<file path="src/rtl/odma_defines.svh">
// Local write port parameters
`ifndef ODMA_DEFINES_SVH
`define ODMA_DEFINES_SVH

// Shared write channel widths
`define ODMA_EA_WIDTH 64
`define ODMA_DATA_WIDTH 1024
`define ODMA_BE_WIDTH (`ODMA_DATA_WIDTH / 8)

// AXI ID width, the low field of the ID names the engine
`define ODMA_AXI_ID_WIDTH 5
`define ODMA_ENGINE_ID_BITS 3

// Engine ID values carried in the low ID field
`define ODMA_CMP_ENGINE_ID 5
`define ODMA_A2HMM_ENGINE_ID 0
`define ODMA_A2HST_ENGINE_ID 1

`endif

</file>
<file path="src/rtl/odma_wr_pkg.sv">
// Local write arbiter types
`include "odma_defines.svh"

package odma_wr_pkg;

    typedef logic [`ODMA_EA_WIDTH-1:0] ea_t;
    typedef logic [`ODMA_DATA_WIDTH-1:0] data_t;
    typedef logic [`ODMA_BE_WIDTH-1:0] be_t;
    typedef logic [`ODMA_AXI_ID_WIDTH-1:0] axi_id_t;

    // One ready bit for every possible AXI ID value
    typedef logic [(2**`ODMA_AXI_ID_WIDTH)-1:0] rsp_ready_vec_t;

    // Owner of the shared write channel
    typedef enum logic [1:0] {
        GRANT_NONE,
        GRANT_CMP,
        GRANT_MM,
        GRANT_ST
    } grant_state_t;

endpackage

</file>
<file path="src/rtl/odma_wr_grant_arbiter.sv">
// Write request grant arbiter
`timescale 1ns/1ps

module odma_wr_grant_arbiter (
    input  logic                      clk,
    input  logic                      resetn,
    input  logic                      cmp_valid,
    input  logic                      mm_valid,
    input  logic                      st_valid,
    input  logic                      cmp_last,
    input  logic                      mm_last,
    input  logic                      st_last,
    input  logic                      lcl_wr_ready,
    output odma_wr_pkg::grant_state_t grant
);

    logic                      gnt_valid;
    logic                      gnt_last;
    logic                      others_valid;
    logic                      any_valid;
    logic                      pkt_end;
    logic                      linger;
    odma_wr_pkg::grant_state_t grant_nxt;

    // Request state of the engine currently holding the channel
    always_comb begin
        case (grant)
            odma_wr_pkg::GRANT_CMP: begin
                gnt_valid    = cmp_valid;
                gnt_last     = cmp_last;
                others_valid = mm_valid | st_valid;
            end
            odma_wr_pkg::GRANT_MM: begin
                gnt_valid    = mm_valid;
                gnt_last     = mm_last;
                others_valid = cmp_valid | st_valid;
            end
            odma_wr_pkg::GRANT_ST: begin
                gnt_valid    = st_valid;
                gnt_last     = st_last;
                others_valid = cmp_valid | mm_valid;
            end
            default: begin
                gnt_valid    = 1'b0;
                gnt_last     = 1'b0;
                others_valid = 1'b0;
            end
        endcase
    end

    assign any_valid = cmp_valid | mm_valid | st_valid;
    assign pkt_end   = gnt_valid & gnt_last & lcl_wr_ready;

    always_comb begin
        grant_nxt = grant;
        if (grant == odma_wr_pkg::GRANT_NONE) begin
            if (cmp_valid)
                grant_nxt = odma_wr_pkg::GRANT_CMP;
            else if (mm_valid)
                grant_nxt = odma_wr_pkg::GRANT_MM;
            else if (st_valid)
                grant_nxt = odma_wr_pkg::GRANT_ST;
        end else if (pkt_end) begin
            // Hand over to one of the other two engines
            case (grant)
                odma_wr_pkg::GRANT_CMP:
                    if (mm_valid)
                        grant_nxt = odma_wr_pkg::GRANT_MM;
                    else if (st_valid)
                        grant_nxt = odma_wr_pkg::GRANT_ST;
                odma_wr_pkg::GRANT_MM:
                    if (cmp_valid)
                        grant_nxt = odma_wr_pkg::GRANT_CMP;
                    else if (st_valid)
                        grant_nxt = odma_wr_pkg::GRANT_ST;
                default:
                    if (cmp_valid)
                        grant_nxt = odma_wr_pkg::GRANT_CMP;
                    else if (mm_valid)
                        grant_nxt = odma_wr_pkg::GRANT_MM;
            endcase
        end else if (linger && !gnt_valid) begin
            // Current owner comes first, so only move while it is idle
            if (cmp_valid)
                grant_nxt = odma_wr_pkg::GRANT_CMP;
            else if (mm_valid)
                grant_nxt = odma_wr_pkg::GRANT_MM;
            else if (st_valid)
                grant_nxt = odma_wr_pkg::GRANT_ST;
        end
    end

    always_ff @(posedge clk or negedge resetn) begin
        if (!resetn) begin
            grant  <= odma_wr_pkg::GRANT_NONE;
            linger <= 1'b0;
        end else begin
            grant <= grant_nxt;
            if (pkt_end && !others_valid)
                linger <= 1'b1;
            else if (linger && any_valid)
                linger <= 1'b0;
        end
    end

    function automatic logic engine_valid(input odma_wr_pkg::grant_state_t g,
                                          input logic [2:0] v);
        case (g)
            odma_wr_pkg::GRANT_CMP: engine_valid = v[0];
            odma_wr_pkg::GRANT_MM:  engine_valid = v[1];
            odma_wr_pkg::GRANT_ST:  engine_valid = v[2];
            default:                engine_valid = 1'b0;
        endcase
    endfunction

    // Packet lock holds until the last beat transfers
    a_packet_lock: assert property (@(posedge clk) disable iff (!resetn)
        (grant != odma_wr_pkg::GRANT_NONE) && gnt_valid && !pkt_end && !linger
        |=> $stable(grant));

    a_grant_to_valid: assert property (@(posedge clk) disable iff (!resetn)
        $changed(grant) |-> engine_valid(grant, $past({st_valid, mm_valid, cmp_valid})));

endmodule

</file>
<file path="config.mk">
export PLATFORM = sky130hd
export DESIGN_NAME = odma_wr_grant_arbiter
export DESIGN_NICKNAME = d
export VERILOG_FILES = /design/src/rtl/odma_wr_pkg.sv /design/src/rtl/odma_wr_grant_arbiter.sv
export VERILOG_INCLUDE_DIRS = /design/src /design/src/rtl
export SDC_FILE = /design/constraint.sdc
export NUM_CORES = 1
export LEC_CHECK = 0
export BUFFER_PORTS_ARGS = -buffer_cell sky130_fd_sc_hd__buf_2
export CORE_AREA = 2 2 39 41
export CTS_CLUSTER_SIZE = 8
export DETAILED_ROUTE_END_ITERATION = 10
export DIE_AREA = 0 0 41 43
export GPL_ROUTABILITY_DRIVEN = 1
export GPL_TIMING_DRIVEN = 0
export SETUP_SLACK_MARGIN = 0.4
export SLEW_MARGIN = 25
export SYNTH_ARGS = -nofsm -noshare
export SYNTH_HDL_FRONTEND = slang
export SYNTH_SLANG_ARGS = --single-unit
</file>
<file path="constraint.sdc">
create_clock -name clk -period 5.3 [get_ports clk]
set_input_delay 0.795 -clock clk [delete_from_list [all_inputs] [get_ports clk]]
set_output_delay 0.795 -clock clk [all_outputs]
set_load 0.05 [all_outputs]
</file>
==> results.sh <==
export IMPL_synth_area_mux_share_pct=0
export IMPL_synth_top_family_by_area="simple AND/OR/NAND/NOR gates"
export IMPL_io_pins=11
export IMPL_initial_core_util_pct=24.7
export IMPL_worst_slew_pin_transition_ns=0.725
export IMPL_slew_viol_final=0
export IMPL_utilization_pct=31.3
export IMPL_irDropWorstVdd_uv=168
export IMPL_skew_ns=0.00252
export IMPL_cts_resized=0
export IMPL_area_growth_pct=26.7
export IMPL_startpoint_type="flip-flop"
export IMPL_cp_max_fo=6
export IMPL_slew_headroom_pct=51.0
export IMPL_die_x_um=41
export IMPL_hold_viol=0
export IMPL_drt_vias_per_instance=5.35
export IMPL_ys_seq_area_share_pct=22.0
export IMPL_whs_ns=0.349
export IMPL_cp_required_ns=5.46
export IMPL_gr_usage_all_layers_pct=9.94
export IMPL_final_cells=69
export IMPL_critPathArrivalTime_ns=2.29
export IMPL_finalSetupTns_ns=0
export IMPL_period_needed_ns=2.13
export IMPL_first_global_vias=311
export IMPL_postRouteWirelength_um=832
export IMPL_power_density_mw_per_mm2=571
export IMPL_syn_area_per_cell_um2=8.54
export IMPL_num_rows=14
export IMPL_syn_num_nets=53
export IMPL_grt_max_degree=9
export IMPL_fin_crit_sh_pct=40.2
export IMPL_rsz0062_at_grt="no"
export IMPL_place_gp_congestion=0.806
export IMPL_cts_root_buf="clkbuf_4"
export IMPL_max_freq_ghz=0.469
export IMPL_path_class="flip-flop to flip-flop"
export IMPL_status="complete, no violations"
export IMPL_fillCellCount=155
export IMPL_ff2ff_setup_slack_ns=3.17
export IMPL_critPathCaptureType="flip-flop"
export IMPL_grt_ovfl_total=0
export IMPL_ys_seq_elements=3
export IMPL_setup_viol=0
export IMPL_cts_buffers_inserted=3
export IMPL_yosys_area_share_xor_xnor_pct=0
export IMPL_core_area_mm2=0.00138
export IMPL_antenna_left=0
export IMPL_dieArea_mm2=0.00176
export IMPL_post_dp_hpwl_um=665
export IMPL_synth_warnings=0
export IMPL_dr_pass1_iters=4
export IMPL_synth_compound_area_share_pct=28.6
export IMPL_n_antenna_cell=0
export IMPL_cts_tree="built"
export IMPL_cts_setup_buffers=0
export IMPL_synthDistinctLibCells=21
export IMPL_p_leak_nw=0.209
export IMPL_syn_inst=40
export IMPL_io_buffers=9
export IMPL_num_nets_final=67
export IMPL_grt_pass1_wl_mm=1.25
export IMPL_cts_sinks=3
export IMPL_dp_cells=65
export IMPL_cts_path_max_buffers=2
export IMPL_insertion_delay_ns=0.23
export IMPL_htree_levels=1
export IMPL_antenna_found_initial=0
export IMPL_cts_hold_buf=0
export IMPL_drcViolationCount=0
export IMPL_dr_total_vias=369
export IMPL_die_y_um=43
export IMPL_yosys_area_share_simple_pct=29.3
export IMPL_drt_iter0_drc=9
export IMPL_cap_violations=0
export IMPL_wl_per_cell_um=12.1
export IMPL_synthAdderAreaFrac_pct=14.7
export IMPL_layout_drive_gt1_share_pct=26.4
export IMPL_cts_reportedPaths_clkPinSlew_ns=0.04
export IMPL_min_path_type="input port to asynchronous set/reset pin"
export IMPL_syn_cell_area_um2=342
[metal layers]
metal,vias to the layer above,global-route usage [%],wire length [um]
met5,-,0,0
met4,0,0,0
met3,0,4.71,37
met2,12,15.0,408
met1,172,13.5,386
li1,185,-,-
[layout by cell type (no fill, tap or decap)]
cell | Yosys | layout
buf_2 | 0 | 9
nor3_1 | 4 | 4
ha_1 | 4 | 4
a222oi_1 | 3 | 3
nor4b_1 | 3 | 3
nor2_1 | 3 | 3
clkbuf_4 | 0 | 3
dfrtp_1 | 3 | 3
inv_1 | 2 | 2
a21o_1 | 2 | 2
o21ai_0 | 2 | 2
a31oi_1 | 2 | 2
nand2b_1 | 2 | 2
buf_6 | 1 | 1
or2_1 | 1 | 1
a21oi_1 | 1 | 1
nand2_1 | 1 | 1
or3_1 | 1 | 1
a21o_2 | 1 | 1
nor3b_1 | 1 | 1
nor2b_1 | 1 | 1
o221ai_1 | 1 | 1
o21bai_1 | 1 | 1
clkbuf_1 | 0 | 1
[Yosys cell counts (all sizes together)]
master	n	area [um^2]
ha	4	50.1
nor3	4	20.0
a21o	3	23.8
a222oi	3	30.0
dfrtp	3	75.1
nor2	3	11.3
nor4b	3	26.3
a31oi	2	12.5
inv	2	7.51
nand2b	2	12.5
o21ai	2	10.0
a21oi	1	5.00
buf	1	11.3
nand2	1	3.75
nor2b	1	6.26
nor3b	1	7.51
o21bai	1	7.51
o221ai	1	8.76
or2	1	6.26
or3	1	6.26
[state kept, by name, indices dropped and copies added (netlist names)]
signal  cells
grant       2
linger      1
[stage by stage]
stage                     worst slack, ns  total power [mW]  instance area, um^2
after global routing                 3.03             0.266                  433
after global placement               3.08             0.204                  407
after floorplan                      3.17             0.169                  342
final                                3.17             0.247                  433
after CTS                            3.18             0.247                  433
after detailed placement             3.05             0.206                  407
[critical path: stages (launching register included)]
cell and delay, ns:
dfrtp_1 0.44, inv_1 0.11, ha_1 0.23, a222oi_1 0.15
nor4b_1 0.67, o21ai_0 0.25, a31oi_1 0.20
[where the power goes]
group | total (mW) | switching, mW | leakage (nW) | internal, mW
Clock | 0.0399 | 0.0117 | 0.0150 | 0.0282
Sequential | 0.0449 | 0.0133 | 0.0354 | 0.0316
Combinational | 0.162 | 0.0986 | 0.159 | 0.0637
[final cells by class]
class / count / area (um^2) / area share (%)
buffer: 1 / 11.3 / 2.60
clock buffer: 4 / 26.3 / 6.07
inverter: 2 / 7.51 / 1.73
multi-input combinational: 34 / 248 / 57.2
sequential: 3 / 75.1 / 17.3
tap: 16 / 20.0 / 4.62
timing repair buffer: 9 / 45.0 / 10.4
[final timing paths]
kind	from	endpoint	cells after the start
min in group clk	grant[0]	grant[0]	2
setup / recovery	grant[0]	grant[1]	6
max in group asynchronous	resetn	linger	1
hold reg to reg	grant[0]	grant[0]	2
hold / removal	resetn	grant[1]	1
setup reg to reg	grant[0]	grant[1]	6
[cell families (layout without fill, tap and decap cells)]
| group | count (synthesis) | count (layout) |
|---|---|---|
| AO/OA/AOI/OAI | 13 | 13 |
| flip-flops | 3 | 3 |
| AND/OR/NAND/NOR | 17 | 17 |
| adder cells (fa/ha/maj) | 4 | 4 |
| buffers and inverters | 3 | 16 |
Power figures use the tool's default switching activity.
