File: src/rtl/odma_defines.svh
// Local write port parameters
`ifndef ODMA_DEFINES_SVH
`define ODMA_DEFINES_SVH

// Shared write channel widths
`define ODMA_EA_WIDTH 64
`define ODMA_DATA_WIDTH 1024
`define ODMA_BE_WIDTH (`ODMA_DATA_WIDTH / 8)

// AXI ID width, the low field of the ID names the engine
`define ODMA_AXI_ID_WIDTH 5
`define ODMA_ENGINE_ID_BITS 3

// Engine ID values carried in the low ID field
`define ODMA_CMP_ENGINE_ID 5
`define ODMA_A2HMM_ENGINE_ID 0
`define ODMA_A2HST_ENGINE_ID 1

`endif

File: src/rtl/odma_wr_pkg.sv
// Local write arbiter types
`include "odma_defines.svh"

package odma_wr_pkg;

    typedef logic [`ODMA_EA_WIDTH-1:0] ea_t;
    typedef logic [`ODMA_DATA_WIDTH-1:0] data_t;
    typedef logic [`ODMA_BE_WIDTH-1:0] be_t;
    typedef logic [`ODMA_AXI_ID_WIDTH-1:0] axi_id_t;

    // One ready bit for every possible AXI ID value
    typedef logic [(2**`ODMA_AXI_ID_WIDTH)-1:0] rsp_ready_vec_t;

    // Owner of the shared write channel
    typedef enum logic [1:0] {
        GRANT_NONE,
        GRANT_CMP,
        GRANT_MM,
        GRANT_ST
    } grant_state_t;

endpackage

File: src/rtl/odma_wr_rsp_dispatch.sv
// Write response dispatcher
`timescale 1ns/1ps
`include "odma_defines.svh"

module odma_wr_rsp_dispatch (
    input  logic                        lcl_wr_rsp_valid,
    input  odma_wr_pkg::axi_id_t        lcl_wr_rsp_axi_id,
    input  logic                        lcl_wr_rsp_code,
    output odma_wr_pkg::rsp_ready_vec_t lcl_wr_rsp_ready,
    output logic                        cmp_rsp_valid,
    output odma_wr_pkg::axi_id_t        cmp_rsp_axi_id,
    output logic                        cmp_rsp_code,
    input  logic                        cmp_rsp_ready,
    output logic                        mm_rsp_valid,
    output odma_wr_pkg::axi_id_t        mm_rsp_axi_id,
    output logic                        mm_rsp_code,
    input  logic                        mm_rsp_ready,
    output logic                        st_rsp_valid,
    output odma_wr_pkg::axi_id_t        st_rsp_axi_id,
    output logic                        st_rsp_code,
    input  logic                        st_rsp_ready
);

    localparam int ID_BITS = `ODMA_ENGINE_ID_BITS;

    localparam logic [ID_BITS-1:0] CMP_ID = ID_BITS'(`ODMA_CMP_ENGINE_ID);
    localparam logic [ID_BITS-1:0] MM_ID  = ID_BITS'(`ODMA_A2HMM_ENGINE_ID);
    localparam logic [ID_BITS-1:0] ST_ID  = ID_BITS'(`ODMA_A2HST_ENGINE_ID);

    logic [2:0] rsp_sel;

    // Engine match {st, mm, cmp} for a low ID field
    function automatic logic [2:0] engine_sel(input logic [ID_BITS-1:0] id_low);
        engine_sel = {id_low == ST_ID, id_low == MM_ID, id_low == CMP_ID};
    endfunction

    assign rsp_sel = engine_sel(lcl_wr_rsp_axi_id[ID_BITS-1:0]);

    // Unmatched IDs reach no engine
    assign cmp_rsp_valid  = rsp_sel[0] & lcl_wr_rsp_valid;
    assign cmp_rsp_axi_id = rsp_sel[0] ? lcl_wr_rsp_axi_id : '0;
    assign cmp_rsp_code   = rsp_sel[0] & lcl_wr_rsp_code;
    assign mm_rsp_valid   = rsp_sel[1] & lcl_wr_rsp_valid;
    assign mm_rsp_axi_id  = rsp_sel[1] ? lcl_wr_rsp_axi_id : '0;
    assign mm_rsp_code    = rsp_sel[1] & lcl_wr_rsp_code;
    assign st_rsp_valid   = rsp_sel[2] & lcl_wr_rsp_valid;
    assign st_rsp_axi_id  = rsp_sel[2] ? lcl_wr_rsp_axi_id : '0;
    assign st_rsp_code    = rsp_sel[2] & lcl_wr_rsp_code;

    // Each ID value takes the ready of the engine its low field names
    always_comb begin
        for (int i = 0; i < $bits(lcl_wr_rsp_ready); i++) begin
            lcl_wr_rsp_ready[i] =
                |(engine_sel(ID_BITS'(i)) & {st_rsp_ready, mm_rsp_ready, cmp_rsp_ready});
        end
    end

    always_comb begin
        a_rsp_onehot: assert final ($onehot0({st_rsp_valid, mm_rsp_valid, cmp_rsp_valid}));
    end

endmodule

File: config.mk
export PLATFORM = sky130hd
export DESIGN_NAME = odma_wr_rsp_dispatch
export DESIGN_NICKNAME = d
export VERILOG_FILES = /design/src/rtl/odma_wr_pkg.sv /design/src/rtl/odma_wr_rsp_dispatch.sv
export VERILOG_INCLUDE_DIRS = /design/src /design/src/rtl
export SDC_FILE = /design/constraint.sdc
export NUM_CORES = 1
export LEC_CHECK = 0
export BUFFER_PORTS_ARGS = -buffer_cell sky130_fd_sc_hd__buf_4
export CORE_MARGIN = 2
export CORE_UTILIZATION = 37
export DETAILED_ROUTE_END_ITERATION = 8
export PLACE_DENSITY = 0.9
export SLEW_MARGIN = 40
export SYNTH_ARGS = -nofsm -noshare
export SYNTH_HDL_FRONTEND = slang
export SYNTH_SLANG_ARGS = --single-unit
File: constraint.sdc
create_clock -name vclk -period 0.8
set_input_delay 0.04 -clock vclk [all_inputs]
set_output_delay 0.04 -clock vclk [all_outputs]
set_load 0.03 [all_outputs]
==> run summary, run 1 <==
outcome -> completed
power after layout -> 332 uW
I/O pins -> 63
# clk buffers -> 0
Final ANT Viol Nets -> 0
crit path launch type -> input pin
final instance area -> 465 um2
Die Wd -> 40.5 um
grt met1 use -> 0.0962
post_cts resized -> 0
Netlist Area Pre-Place -> 494 um2
Peak VDD IR -> 0.186 mV
Final nets -> 75
largest net degree at the start of global routing -> 16
Multi-input gate area -> 282 um2
Final Util -> 0.367
share of post-route cells with drive strength above 1 -> 0.540
grt total ovfl -> 0
dpl cell area -> 465 um2
DR pass1 iterations -> 2
area share of the largest cell type after synthesis -> 0.608
M3 GR Usage -> 0
Placer Congestion -> 0.590
global-route wire length before repair -> 924 um
final hold vios -> 0
Setup WS pre-CTS -> 0.0781 ns
syn_area_per_cell -> 8.67 um2
FMAX -> 1400 MHz
Setup TNS -> 0 ns
cell accounting for the most synthesized area -> buf_4
post-CTS setup buffers -> 0
Max Slew Vio Count -> 0
DR vias -> 308
RSZ-0062 raised after global routing -> false
final setup fails -> 0
# rows -> 13
Final WS setup -> 0.0853 ns
Distinct cells, synth -> 9
First DRT Iteration DRCs -> 1
Vias/cell -> 3.95
worst hold slack -> 0.0800 ns
WL final -> 770 um
grt peak-use layer -> met2
Worst Path Arrival -> 0.67 ns
DP HPWL -> 623 um
PD cells -> 713 nW/um2
antenna violations before repair -> 0
Filler cells -> 146
max capacitance violation total -> 0
Syn Inst Count -> 57
Setup CP Type -> input pin to output port
Die H -> 40.5 um
Syn-to-layout area delta -> -5.82%
most frequent cell after synthesis -> buf_4
fin crit period -> 0.715 ns
GRT met2 Usage -> 0.151
DR WL/cell -> 9.87 um
Seq/Total Area, Yosys -> 0
Port Buffers -> 22
DRC viols -> 0
Pleak -> 0.263 nW
period utilization -> 0.893
hold bufs inserted after CTS -> 0
Yosys warning total -> 0
Initial Utilization -> 0.390
Critical Path RT -> 0.76 ns
Max FO, Critical Path -> 15
Ant. Diodes -> 0
CP Capture Type -> output port
Cells after DPL -> 78
most frequent cells after synthesis -> 40 x buf_4, 4 x and4bb_2, 4 x nor4b_2
overall routing resource usage -> 0.0788
Seq Cell Count -> 0
core region area -> 1270 um2
vias in the first global route -> 203
worst min path class -> input pin to output port
Die Area -> 1640 um2
post-route insts no fill -> 78
FF/Latch Area -> 0 um2
ranking of synthesized cells by area -> buf_4 61%, nor4b_2 12%, and4bb_2 10%
## cells by family after synthesis
group	synth area share
other	0.00759
buffers and inverters	0.630
AND/OR/NAND/NOR	0.362
## final cells by class
cell class | instances | share of cell area
timing repair buffer | 22 | 0.355
multi-input combinational | 41 | 0.605
tap | 15 | 0.0403
## worst max-delay path: stages
cell	delay, ns
buf_4	0.16
nor4b_2	0.27
buf_4	0.20
## per-layer routing
metal | share of wire | wire length, um | vias to the layer above
met5 | 0 | 0 | -
met4 | 0.0065 | 5 | 0
met3 | 0.14 | 108 | 4
met2 | 0.50 | 385 | 26
met1 | 0.35 | 271 | 136
li1 | - | - | 142
## power breakdown
part / internal, mW / switching (mW) / total (mW)
Sequential: 0 / 0 / 0
Combinational: 0.0763 / 0.256 / 0.332
Clock: 0 / 0 / 0
Total: 0.0763 / 0.256 / 0.332
## cell usage in the layout (no fill, tap or decap), drive strengths merged
cell type  netlist  routed
and3b            2       2
and4b            4       4
nor4b            4       4
nor3b            1       1
buf             41      22
and4bb           4       4
conb             1      26
## path summary, 6_finish.rpt
| path | from | endpoint | slack (ns) | cells after the start |
|---|---|---|---|---|
| setup / recovery | lcl_wr_rsp_axi_id[0] | mm_rsp_valid | 0.09 | 3 |
| hold / removal | mm_rsp_ready | lcl_wr_rsp_ready[24] | 0.08 | 0 |
Power figures use the tool's default switching activity.
==> run 2, diff against run 1 <==
--- a/config.mk
+++ b/config.mk
@@ -6,7 +6,7 @@
 export SDC_FILE = /design/constraint.sdc
 export NUM_CORES = 1
 export LEC_CHECK = 0
-export BUFFER_PORTS_ARGS = -buffer_cell sky130_fd_sc_hd__buf_4
+export BUFFER_PORTS_ARGS = -buffer_cell sky130_fd_sc_hd__buf_2
 export CORE_MARGIN = 2
 export CORE_UTILIZATION = 37
 export DETAILED_ROUTE_END_ITERATION = 8
==> run summary, run 2 (same netlist as run 1, synthesis figures left out) <==
Syn-to-layout area delta -> -12.4%
CP Capture Type -> output port
overall routing resource usage -> 0.0777 (-0.00113)
core region area -> 1270 um2 (unchanged)
DP HPWL -> 613 um (-1.7%)
power after layout -> 318 uW (-4.2%)
cell mode on critical path -> clkbuf_4
Final Util -> 0.341 (-0.0256)
RSZ-0062 raised after global routing -> false
hold bufs inserted after CTS -> 0 (unchanged)
Ant. Diodes -> 0 (unchanged)
largest net degree at the start of global routing -> 16 (unchanged)
Peak VDD IR -> 0.207 mV (+11%)
Max Slew Vio Count -> 0 (unchanged)
I/O pins -> 63 (unchanged)
outcome -> completed
DR vias -> 315 (+2.3%)
DR pass1 iterations -> 4 (+2)
final instance area -> 433 um2 (-7.0%)
# clk buffers -> 0 (unchanged)
FMAX -> 1290 MHz (-7.5%)
global-route wire length before repair -> 917 um (-0.76%)
Vias/cell -> 4.04 (+2.3%)
final setup fails -> 0 (unchanged)
crit path launch type -> input pin
antenna violations before repair -> 0 (unchanged)
# rows -> 13 (unchanged)
Port Buffers -> 22 (unchanged)
Multi-input gate area -> 282 um2 (unchanged)
WP buf/inv -> 2 (unchanged)
First DRT Iteration DRCs -> 1 (unchanged)
final hold vios -> 0 (unchanged)
Die H -> 40.5 um (unchanged)
worst min path class -> input pin to output port
FF/Latch Area -> 0 um2 (unchanged)
Setup WS pre-CTS -> 0.00824 ns (-0.0699 ns)
Seq Cell Count -> 0 (unchanged)
Setup CP Type -> input pin to output port
Final nets -> 75 (unchanged)
DR WL/cell -> 9.94 um (+0.65%)
post-route insts no fill -> 78 (unchanged)
CP startpoint -> lcl_wr_rsp_axi_id[2]
Cells after DPL -> 78 (unchanged)
Initial Utilization -> 0.390 (unchanged)
Placer Congestion -> 0.583 (-1.2%)
worst hold slack -> 0.0800 ns (unchanged)
max capacitance violation total -> 0 (unchanged)
Pleak -> 0.257 nW (-2.1%)
Setup TNS -> 0 ns (unchanged)
Die Area -> 1640 um2 (unchanged)
Die Wd -> 40.5 um (unchanged)
leading cell type in the layout, fill and taps excluded -> conb_1
Slowest cell on crit path -> and4bb_2
PD cells -> 734 nW/um2 (+3.0%)
CP Cell Sequence -> clkbuf_4, and4bb_2, clkbuf_4
period utilization -> 0.966 (+0.0725)
CP top delay family -> buffers and inverters
vias in the first global route -> 189 (-6.9%)
worst hold start -> mm_rsp_ready
Worst Path Arrival -> 0.73 ns (+0.06 ns)
share of post-route cells with drive strength above 1 -> 0.540 (unchanged)
Filler cells -> 143 (-2.1%)
dpl cell area -> 410 um2 (-12%)
DRC viols -> 0 (unchanged)
commonest cells after routing, fill and taps aside -> 26 x conb_1, 13 x buf_2, 5 x clkbuf_4
Final WS setup -> 0.0273 ns (-0.0580 ns)
Critical Path RT -> 0.76 ns (about the same)
critical path's largest stage delay -> 0.32 ns (+0.05 ns)
fin crit period -> 0.773 ns (+0.0580 ns)
grt total ovfl -> 0 (unchanged)
Max FO, Critical Path -> 15 (unchanged)
Final ANT Viol Nets -> 0 (unchanged)
WL final -> 775 um (+0.65%)
run 2: worst paths after layout:
| check | end | slack, ns | depth (start not counted) |
|---|---|---|---|
| max | st_rsp_valid | 0.03 | 3 |
| min | lcl_wr_rsp_ready[24] | 0.08 | 0 |
run 2: final cells by class:
type | instances | share of cell area
multi-input cells | 41 | 0.650
well taps | 15 | 0.0434
repair buffers | 22 | 0.306
run 2: layer usage:
| layer | global-route usage | part of all wire | routed length (um) |
|---|---|---|---|
| met5 | 0 | 0 | 0 |
| met4 | 0.0167 | 0.0065 | 5 |
| met3 | 0 | 0.14 | 112 |
| met2 | 0.127 | 0.50 | 389 |
| met1 | 0.112 | 0.34 | 267 |
run 2: power by group:
part	switching (mW)	internal (mW)
Combinational	0.256	0.0619
Sequential	0	0
Clock	0	0
run 2: timing repair:
action / 4_1_cts / 5_1_grt
endpoints found under the setup margin: 0 / 9
setup buffers: 0 / 0
hold endpoints to repair: 0 / 0
gates resized for setup: 0 / 13
